==> src/design/psx_loader_pkg.sv <==
//==========================================================
// Shared definitions for the loader path
//   Host bus and memory word widths
//   Download index codes and the download kind
//   Cheat code layout
//==========================================================

`default_nettype none

package psx_loader_pkg;

	// Host download bus
	localparam int IOCTL_ADDR_W = 27;
	localparam int IOCTL_DATA_W = 16;

	// Memory side
	localparam int RAM_WORD_W   = 32;
	localparam int TRACK_ADDR_W = 9;

	// Index codes sent by the host with each download
	localparam logic [7:0] IDX_BIOS   = 8'd0;
	localparam logic [7:0] IDX_EXE    = 8'd1;
	localparam logic [7:0] IDX_CDINFO = 8'd251;
	localparam logic [7:0] IDX_CODE   = 8'd255;

	typedef enum logic [2:0] {
		DL_NONE,
		DL_BIOS,
		DL_EXE,
		DL_CDINFO,
		DL_CODE
	} dl_kind_t;

	// One cheat code, flags in the top word
	typedef struct packed {
		logic [31:0] flags;
		logic [31:0] addr;
		logic [31:0] compare;
		logic [31:0] replace;
	} cheat_code_t;

endpackage

`default_nettype wire

==> src/design/ioctl_if.sv <==
//==========================================================
// Host download bus with host, sink and packer views
//==========================================================

`timescale 1ns/1ps
`default_nettype none

interface ioctl_if;
	import psx_loader_pkg::*;

	logic                    download;
	logic [7:0]              index;
	logic [IOCTL_ADDR_W-1:0] addr;
	logic [IOCTL_DATA_W-1:0] dout;
	logic                    wr;
	// Stall back to the host
	logic                    wait_req;

	modport host (output download, index, addr, dout, wr, input wait_req);

	modport sink (input download, index, addr, dout, wr);

	modport packer (input download, index, addr, dout, wr, output wait_req);

endinterface

`default_nettype wire

==> src/design/download_decode.sv <==
//==========================================================
// Download decode
//   Index to download kind, registered
//   Core reset during firmware and program loads
//   Program start and cheat clear pulses
//==========================================================

`timescale 1ns/1ps
`default_nettype none

module download_decode (
	input  wire                      clk_1x,
	input  wire                      rst_n,
	ioctl_if.sink                    bus,
	output psx_loader_pkg::dl_kind_t dl_kind,
	output logic                     core_reset,
	output logic                     load_exe,
	output logic                     cheat_clear
);
	import psx_loader_pkg::*;

	dl_kind_t next_kind;
	dl_kind_t prev_kind;

	// Unknown indices fall through to DL_NONE
	always_comb begin
		next_kind = DL_NONE;
		if (bus.download) begin
			case (bus.index)
				IDX_BIOS:   next_kind = DL_BIOS;
				IDX_EXE:    next_kind = DL_EXE;
				IDX_CDINFO: next_kind = DL_CDINFO;
				IDX_CODE:   next_kind = DL_CODE;
				default:    next_kind = DL_NONE;
			endcase
		end
	end

	always_ff @(posedge clk_1x) begin
		if (!rst_n) begin
			dl_kind     <= DL_NONE;
			prev_kind   <= DL_NONE;
			core_reset  <= 1'b1;
			load_exe    <= 1'b0;
			cheat_clear <= 1'b0;
		end else begin
			dl_kind    <= next_kind;
			prev_kind  <= dl_kind;
			// Core held while its memory image is rewritten
			core_reset <= (next_kind == DL_BIOS) || (next_kind == DL_EXE);
			// End of an EXE download starts the program
			load_exe    <= (prev_kind == DL_EXE) && (dl_kind != DL_EXE);
			cheat_clear <= (dl_kind == DL_CODE) && (prev_kind != DL_CODE);
		end
	end

endmodule

`default_nettype wire

==> src/design/ram_word_packer.sv <==
//==========================================================
// RAM word packer
//   Pairs host half-words into 32-bit words
//   Firmware and program words go to RAM with a base offset
//   Host stalled until the RAM acknowledges
//   Track-info words go to the table port, no stall
//==========================================================

`timescale 1ns/1ps
`default_nettype none

module ram_word_packer #(
	parameter int unsigned BIOS_BASE = 2097152,
	parameter int unsigned EXE_BASE  = 4194304
) (
	input  wire                                       clk_1x,
	input  wire                                       rst_n,
	ioctl_if.packer                                   bus,
	input  wire psx_loader_pkg::dl_kind_t             dl_kind,
	input  wire                                       ram_ack,
	output logic                                      ram_req,
	output logic [psx_loader_pkg::IOCTL_ADDR_W-1:0]   ram_addr,
	output logic [psx_loader_pkg::RAM_WORD_W-1:0]     ram_wdata,
	output logic                                      track_write,
	output logic [psx_loader_pkg::TRACK_ADDR_W-1:0]   track_addr
);
	import psx_loader_pkg::*;

	localparam logic [IOCTL_ADDR_W-1:0] BIOS_OFS = IOCTL_ADDR_W'(BIOS_BASE);
	localparam logic [IOCTL_ADDR_W-1:0] EXE_OFS  = IOCTL_ADDR_W'(EXE_BASE);

	logic                    ram_kind;
	logic                    track_kind;
	logic                    low_half;
	logic                    high_half;
	logic [IOCTL_ADDR_W-1:0] base_ofs;
	logic                    wait_q;

	//==========================================================
	// Write decode
	//==========================================================
	assign ram_kind   = (dl_kind == DL_BIOS) || (dl_kind == DL_EXE);
	assign track_kind = (dl_kind == DL_CDINFO);

	// Address bit 1 selects the half
	assign low_half  = bus.wr && !bus.addr[1] && (ram_kind || track_kind);
	assign high_half = bus.wr && bus.addr[1] && (ram_kind || track_kind);

	// Track info keeps the raw address
	always_comb begin
		case (dl_kind)
			DL_BIOS: base_ofs = BIOS_OFS;
			DL_EXE:  base_ofs = EXE_OFS;
			default: base_ofs = '0;
		endcase
	end

	//==========================================================
	// Word and address
	//==========================================================
	always_ff @(posedge clk_1x) begin
		if (low_half) begin
			ram_addr                     <= bus.addr + base_ofs;
			ram_wdata[IOCTL_DATA_W-1:0]  <= bus.dout;
		end
		if (high_half) begin
			ram_wdata[RAM_WORD_W-1:IOCTL_DATA_W] <= bus.dout;
		end
	end

	//==========================================================
	// Request, stall and table write
	//==========================================================
	always_ff @(posedge clk_1x) begin
		if (!rst_n) begin
			ram_req     <= 1'b0;
			track_write <= 1'b0;
			wait_q      <= 1'b0;
		end else begin
			ram_req     <= high_half && ram_kind;
			track_write <= high_half && track_kind;
			if (!ram_kind) begin
				wait_q <= 1'b0;
			end else if (high_half) begin
				wait_q <= 1'b1;
			end else if (ram_ack) begin
				wait_q <= 1'b0;
			end
		end
	end

	assign bus.wait_req = wait_q;

	// Word index into the track table
	assign track_addr = ram_addr[TRACK_ADDR_W+1:2];

endmodule

`default_nettype wire

==> src/design/cheat_code_assembler.sv <==
//==========================================================
// Cheat code assembler
//   Eight host half-words into one 128-bit code
//   Valid pulse after the last half
//==========================================================

`timescale 1ns/1ps
`default_nettype none

module cheat_code_assembler (
	input  wire                            clk_1x,
	input  wire                            rst_n,
	ioctl_if.sink                          bus,
	input  wire psx_loader_pkg::dl_kind_t  dl_kind,
	output psx_loader_pkg::cheat_code_t    cheat_code,
	output logic                           cheat_valid
);
	import psx_loader_pkg::*;

	logic code_wr;

	assign code_wr = (dl_kind == DL_CODE) && bus.wr;

	// Offset within the 16-byte code picks field and half
	always_ff @(posedge clk_1x) begin
		if (code_wr) begin
			case (bus.addr[3:0])
				4'd0:  cheat_code.flags[IOCTL_DATA_W-1:0]          <= bus.dout;
				4'd2:  cheat_code.flags[RAM_WORD_W-1:IOCTL_DATA_W]   <= bus.dout;
				4'd4:  cheat_code.addr[IOCTL_DATA_W-1:0]           <= bus.dout;
				4'd6:  cheat_code.addr[RAM_WORD_W-1:IOCTL_DATA_W]    <= bus.dout;
				4'd8:  cheat_code.compare[IOCTL_DATA_W-1:0]        <= bus.dout;
				4'd10: cheat_code.compare[RAM_WORD_W-1:IOCTL_DATA_W] <= bus.dout;
				4'd12: cheat_code.replace[IOCTL_DATA_W-1:0]        <= bus.dout;
				4'd14: cheat_code.replace[RAM_WORD_W-1:IOCTL_DATA_W] <= bus.dout;
				default: ;
			endcase
		end
	end

	// Top half of replace closes the code
	always_ff @(posedge clk_1x) begin
		if (!rst_n) begin
			cheat_valid <= 1'b0;
		end else begin
			cheat_valid <= code_wr && (bus.addr[3:0] == 4'd14);
		end
	end

endmodule

`default_nettype wire

==> src/design/psx_loader_top.sv <==
//==========================================================
// Loader top level
//   Host download ports onto the internal bus
//   Download decode, RAM word packer, cheat assembler
//==========================================================

`timescale 1ns/1ps
`default_nettype none

module psx_loader_top #(
	parameter int unsigned BIOS_BASE = 2097152,
	parameter int unsigned EXE_BASE  = 4194304
) (
	input  wire                                      clk_1x,
	input  wire                                      rst_n,
	// Host download stream
	input  wire                                      ioctl_download,
	input  wire  [7:0]                               ioctl_index,
	input  wire  [psx_loader_pkg::IOCTL_ADDR_W-1:0]  ioctl_addr,
	input  wire  [psx_loader_pkg::IOCTL_DATA_W-1:0]  ioctl_dout,
	input  wire                                      ioctl_wr,
	output logic                                     ioctl_wait,
	// RAM write port
	output logic                                     ram_req,
	output logic [psx_loader_pkg::IOCTL_ADDR_W-1:0]  ram_addr,
	output logic [psx_loader_pkg::RAM_WORD_W-1:0]    ram_wdata,
	input  wire                                      ram_ack,
	// Track-info table port
	output logic                                     track_write,
	output logic [psx_loader_pkg::TRACK_ADDR_W-1:0]  track_addr,
	// Core controls
	output logic                                     core_reset,
	output logic                                     load_exe,
	output logic                                     cheat_clear,
	output logic                                     cheat_valid,
	output logic [127:0]                             cheat_code
);
	import psx_loader_pkg::*;

	dl_kind_t dl_kind;

	ioctl_if bus ();

	assign bus.download = ioctl_download;
	assign bus.index    = ioctl_index;
	assign bus.addr     = ioctl_addr;
	assign bus.dout     = ioctl_dout;
	assign bus.wr       = ioctl_wr;
	assign ioctl_wait   = bus.wait_req;

	//==========================================================
	// Instances
	//==========================================================
	download_decode u_decode (
		.clk_1x      (clk_1x),
		.rst_n       (rst_n),
		.bus         (bus.sink),
		.dl_kind     (dl_kind),
		.core_reset  (core_reset),
		.load_exe    (load_exe),
		.cheat_clear (cheat_clear)
	);

	ram_word_packer #(
		.BIOS_BASE (BIOS_BASE),
		.EXE_BASE  (EXE_BASE)
	) u_packer (
		.clk_1x      (clk_1x),
		.rst_n       (rst_n),
		.bus         (bus.packer),
		.dl_kind     (dl_kind),
		.ram_ack     (ram_ack),
		.ram_req     (ram_req),
		.ram_addr    (ram_addr),
		.ram_wdata   (ram_wdata),
		.track_write (track_write),
		.track_addr  (track_addr)
	);

	cheat_code_assembler u_cheat (
		.clk_1x      (clk_1x),
		.rst_n       (rst_n),
		.bus         (bus.sink),
		.dl_kind     (dl_kind),
		.cheat_code  (cheat_code),
		.cheat_valid (cheat_valid)
	);

endmodule

`default_nettype wire

==> config.mk <==
export PLATFORM = sky130hd
export DESIGN_NAME = psx_loader_top
export DESIGN_NICKNAME = d
export VERILOG_FILES = /design/src/design/psx_loader_pkg.sv /design/src/design/ioctl_if.sv /design/src/design/download_decode.sv /design/src/design/ram_word_packer.sv /design/src/design/cheat_code_assembler.sv /design/src/design/psx_loader_top.sv
export SDC_FILE = /design/constraint.sdc
export NUM_CORES = 1
export LEC_CHECK = 0
export BUFFER_PORTS_ARGS = -buffer_cell sky130_fd_sc_hd__buf_2
export CORE_MARGIN = 2
export CORE_UTILIZATION = 32
export DETAILED_ROUTE_END_ITERATION = 8
export HOLD_SLACK_MARGIN = 0.02
export SKIP_LAST_GASP = 1
export SYNTH_ARGS = -nofsm -noshare
export SYNTH_HDL_FRONTEND = slang
export SYNTH_SLANG_ARGS = --single-unit
==> constraint.sdc <==
create_clock -name clk_1x -period 9.4 [get_ports clk_1x]
set_input_delay 0.47 -clock clk_1x [delete_from_list [all_inputs] [get_ports clk_1x]]
set_output_delay 0.47 -clock clk_1x [all_outputs]
set_load 0.02 [all_outputs]
[Word-level counts from Yosys, hierarchy flattened]
Cells that the tools add are included.
Operators by class
  mux-type cells: 5
  add/sub/neg operators: 1
  equal/unequal tests: 19
  reduce and logical (&&, ||, !) cells: 26
Operators with widths (number)
  23-bit case mux with 2 select lines: 1
  27-bit by 23-bit adder with 27-bit output: 1
  2-bit AND reduction: 9
  4-bit equality test (second input constant): 4
  8-bit equality test (second input constant): 2
  3-bit by 2-bit equality test with 1-bit output (second input constant): 4
  3-bit case mux with 4 select lines: 1
  1-bit logical AND: 10
  4-bit by 3-bit equality test with 1-bit output (second input constant): 2
  8-bit by 1-bit equality test with 1-bit output (second input constant): 1
  8-bit zero test: 1
  3-bit by 1-bit equality test with 1-bit output (second input constant): 2
  4-bit by 2-bit equality test with 1-bit output (second input constant): 1
  4-bit zero test: 1
  3-bit equality test (second input constant): 1
  1-bit logical OR: 3
  3-bit two-way mux: 1
  3-bit by 2-bit inequality test with 1-bit output (second input constant): 1
  3-bit inequality test (second input constant): 1
  1-bit two-way mux: 2
  2-bit nonzero test: 1
  1-bit zero test: 1
Storage, ports and cells
  register bits: 200
  input bits: 56
  logic and storage cells: 71
  output and inout bits: 203

[Depth between registers and ports, before layout]
  depth in word-level cells: 5
  mapped depth: 7
  depth with buffers taken out: 6

[By module]
Synthesis repeated with hierarchy kept, for this count alone.
Unflattened totals
  cell total of the unflattened synthesis: 276
  area, all modules: 6382.4 µm²
By module, submodules not included
  cheat_code_assembler: area an instance 3971.3 µm², seq. area each 3863.7 µm², times used 1, cells an instance 146
  ram_word_packer: area an instance 2092.0 µm², seq. area each 1831.8 µm², times used 1, cells an instance 97
  download_decode: area an instance 319.1 µm², seq. area each 180.2 µm², times used 1, cells an instance 33

[Worst setup path after synthesis]
OpenSTA, ideal clock, no wires.
  path type: reg2reg
  start: reg u_decode.dl_kind[2]
  end: reg u_packer.ram_addr[0] (netlist name) (enable)
  slack: 3.829 ns
  library setup time: 0.566 ns
  stages on the path, launching flop included: 3
  clock period less this slack: 5.571 ns
  required time: 8.834 ns
  data arrival time: 5.006 ns
  path buffers: 1
  cells stage by stage: dfxtp_1 > clkbuf_1 > nor4b_1
Between the ends
  longest elaborated chain between the ends: 4
  elaborated cells on any way between the ends: 6
  those cells by class: eq/ne: 3; reduce/logical: 3
RTL lines
  start: declaration: line download_decode.sv:15  | output psx_loader_pkg::dl_kind_t dl_kind,
  start signal: assignment: line download_decode.sv:47  | dl_kind <= next_kind;
  3-bit by 1-bit equality test with 1-bit output or 3-bit by 2-bit equality test with 1-bit output (tied branches): line ram_word_packer.sv:42  | assign ram_kind = (dl_kind == DL_BIOS) || (dl_kind == DL_EXE);
  1-bit logical OR: line ram_word_packer.sv:42
  1-bit logical OR (*): line ram_word_packer.sv:46  | assign low_half = bus.wr && !bus.addr[1] && (ram_kind || track_kind);
  1-bit logical AND (*): line ram_word_packer.sv:46
  net u_packer.low_half: line ram_word_packer.sv:34  | logic low_half;
  end signal: assignment: line ram_word_packer.sv:63  | ram_addr <= bus.addr + base_ofs;
  end: declaration: line ram_word_packer.sv:22  | output logic [psx_loader_pkg::IOCTL_ADDR_W-1:0] ram_addr,
Mark *: on every way through the listed nets, which the timed path passes. The rest lies on a longest branch.
A chain may end at the register's enable or synchronous reset.

[Final worst setup path]
  start: reg u_decode.dl_kind[1]
  end: reg u_cheat.cheat_code[8] (netlist name)
Between the ends
  longest elaborated chain between the ends: 3
RTL lines
  3-bit equality test: line cheat_code_assembler.sv:22  | assign code_wr = (dl_kind == DL_CODE) && bus.wr;
  1-bit logical AND: line cheat_code_assembler.sv:22
  2-bit AND reduction (no source line)
No other way between the ends.

==> metrics.txt <==
status=finished clean; fin nets=between 600 and 700; cell row count=51; routability cong.=~0.77; top cell type by total area after synthesis=edfxtp_1; Storage cell area=5876 um2; combinational share of power=0.017; CTS tree=yes; Top FF cell, synth=edfxtp_1; CTS Buf Count=17; sequential share of the synthesized area=0.9244; WP data required=around 9.4 ns; Pleak=3.252 nW; vias in the first global route=3,645; Post-Syn Nets=332; Clock Skews=0.01127 ns; Worst-Skew Late Latency=roughly 0.42 ns; Net Switching=0.3441 mW; Wirelength per Cell=roughly 19 um; count of final setup violators=0; met2 usage=0.2474; Bufs on Longest Clock Path=2; cts repair resizes=0; HPWL Detailed=about 11,000 um; layout cell share with drive strength beyond 1=0.5556; Fin Setup TNS=0 ns; vias=3,545; most crowded layer after global routing=met2; synth cell count leaders=187 x edfxtp_1, 13 x dfxtp_1, 9 x buf_4; Sink Count=200; CP startpoint kind=flip-flop; Syn Area/Cell=23.28 um2; post-synthesis async set-or-reset flop share=0; first-pass GRT wire length=about 23,000 um; Global Route Usage Sum=0.1490; largest net degree at the start of global routing=42; count leader, synth=edfxtp_1; die width=144.9 um; unrepaired setup endpoints after global routing=no; CTS root buf=clkbuf_16; Synth Register Bits=200; Crit Path Max Fanout=16; count of cell types in the netlist=35; Core Area=19,460 um2; Pint=between 1 and 1.5 mW; Syn Inst Count=273; Routed WL=15,630 um; Starting Density=0.3266; met1 Track Usage GR=0.1854; DRT iter0 DRCs=roughly 150; met3 Use GR=0.05440; mapped cell area=around 6400 um2; number of antenna repair diodes=0; Synth top area share=0.8835; number of hold-slack violations in the final timing report=0; worst rel slew slack=0.2362; fin crit share=0.2365; crit end category=flip-flop; peak supply drop=0.09803 mV; Max Clock Freq=about 0.45 GHz; reg2reg setup slack=7.18 ns; Multi-input gate area=436.7 um2; max_cap viols=0; Die ar.=~21,000 um2; Post-synth EDFFs=187; top cells by area, synth=edfxtp_1 88%, dfxtp_1 4.1%, buf_4 1.1%, xnor2_1 0.55%, nor2_1 0.41%; fillers=between 1,500 and 2,000; non-filler cells, final=823; CP arrival=about 2.3 ns; input/output buffers=~260; Placed Cells=791; # hold bufs at CTS=0; critical path type=reg2reg; Reg2Reg Depth=3; num ports=259; antenna violations before repair=0; Clk network pwr share=0.420; Clock Pin Slew Worst Setup and Hold Paths=~0.07 ns; Yosys warnings=0; Worst-Margin Slew=between 1 and 1.5 ns; switch share=0.1994; global route total overflow=0; H-tree depth=4; Detail Route Antenna Nets=0; Power Density=just over 200 nW/um2; Sequential Power Share=0.563; Die Height=144.9 um; DRC Markers=0; fin. max-slew vios=0; Tmin final=2.223 ns; synth-to-layout area growth=34.96%; setup bufs post-CTS=0; min-delay worst type=in2reg; Hold Path Depth=1; TritonRoute pass-1 iters=4; Vias/cell=approximately 4.3
[path summary, 6_finish.rpt]
path,startpoint,to
worst min-delay path,ioctl_addr[20],u_packer.ram_addr[20]$_DFFE_PP_
worst max-delay path,u_decode.dl_kind[1]$_SDFF_PN0_,u_cheat.cheat_code[8]$_DFFE_PP_
worst max register to register,u_decode.dl_kind[1]$_SDFF_PN0_,u_cheat.cheat_code[8]$_DFFE_PP_
worst min register to register,u_decode.prev_kind[2]$_SDFF_PN0_,u_decode.load_exe$_SDFF_PN0_
[power groups by stage]
stage	Sequential [mW]	Clock, mW	Combinational [mW]
2_1_floorplan	0.993	0	0.00335
3_3_place_gp	0.991	0	0.0277
3_5_place_dp	0.992	0	0.0290
4_1_cts	0.971	0.742	0.0291
5_1_grt	0.971	0.780	0.0321
6_report	0.972	0.725	0.0287
[layer usage]
metal,routed length (um),vias up
li1,-,1599
met1,6496,1755
met2,7782,177
met3,1202,14
met4,143,0
met5,0,-
[area by class of cell]
cell class	count	area share
repair buffers	263	0.1549
multi-input cells	60	0.05090
well taps	265	0.03865
clock buffers	18	0.05003
clock inverters	14	0.01925
inverters	3	0.001313
flip-flops and latches	200	0.6849
[per-stage QoR]
step,power (mW),setup slack [ns],utilization,hold slack [ns],instance area (um2)
6_report,1.725,7.177,0.4408,0.2207,8578
5_1_grt,1.783,7.032,0.4408,0.1924,8578
4_1_cts,1.742,7.108,0.4408,0.1985,8578
3_5_place_dp,1.021,7.136,0.4102,0.4346,7984
3_3_place_gp,1.019,7.193,0.4102,0.4151,7984
2_1_floorplan,0.9959,3.829,-,0.3976,6356
[critical path: stages, from the launching register on]
cell	delay, ns
dfxtp_1	0.36
nor2_2	0.22
nand4_1	0.29
nor2_2	0.95
[sequential cells by signal, summed over array words and instances (netlist names), 3 cells and up]
signal,count
u_decode.dl_kind,3
u_packer.ram_addr,27
u_decode.prev_kind,3
u_cheat.cheat_code,128
u_packer.ram_wdata,32
[layout by cell type, fill, tap and decap left out, types with 3 or more instances in the layout]
| master | n |
|---|---|
| edfxtp_1 | 187 |
| nor3_1 | 3 |
| nand4_1 | 3 |
| buf_2 | 258 |
| inv_6 | 4 |
| dfxtp_1 | 13 |
| nor2_2 | 6 |
| clkbuf_16 | 17 |
| buf_4 | 5 |
| nand2_1 | 6 |
| nor2_1 | 3 |
| xnor2_1 | 4 |
| nand3_1 | 3 |
[logic make-up after synthesis]
family | Yosys count | share of synthesized area
XOR/XNOR | 5 | 0.006889
buffers and inverters | 13 | 0.01299
adder cells (fa/ha/maj) | 3 | 0.007086
flip-flops | 200 | 0.9244
AND/OR/NAND/NOR | 46 | 0.04232
AO/OA/AOI/OAI | 6 | 0.006299
Note: power is estimated with default switching activity, not from simulation.
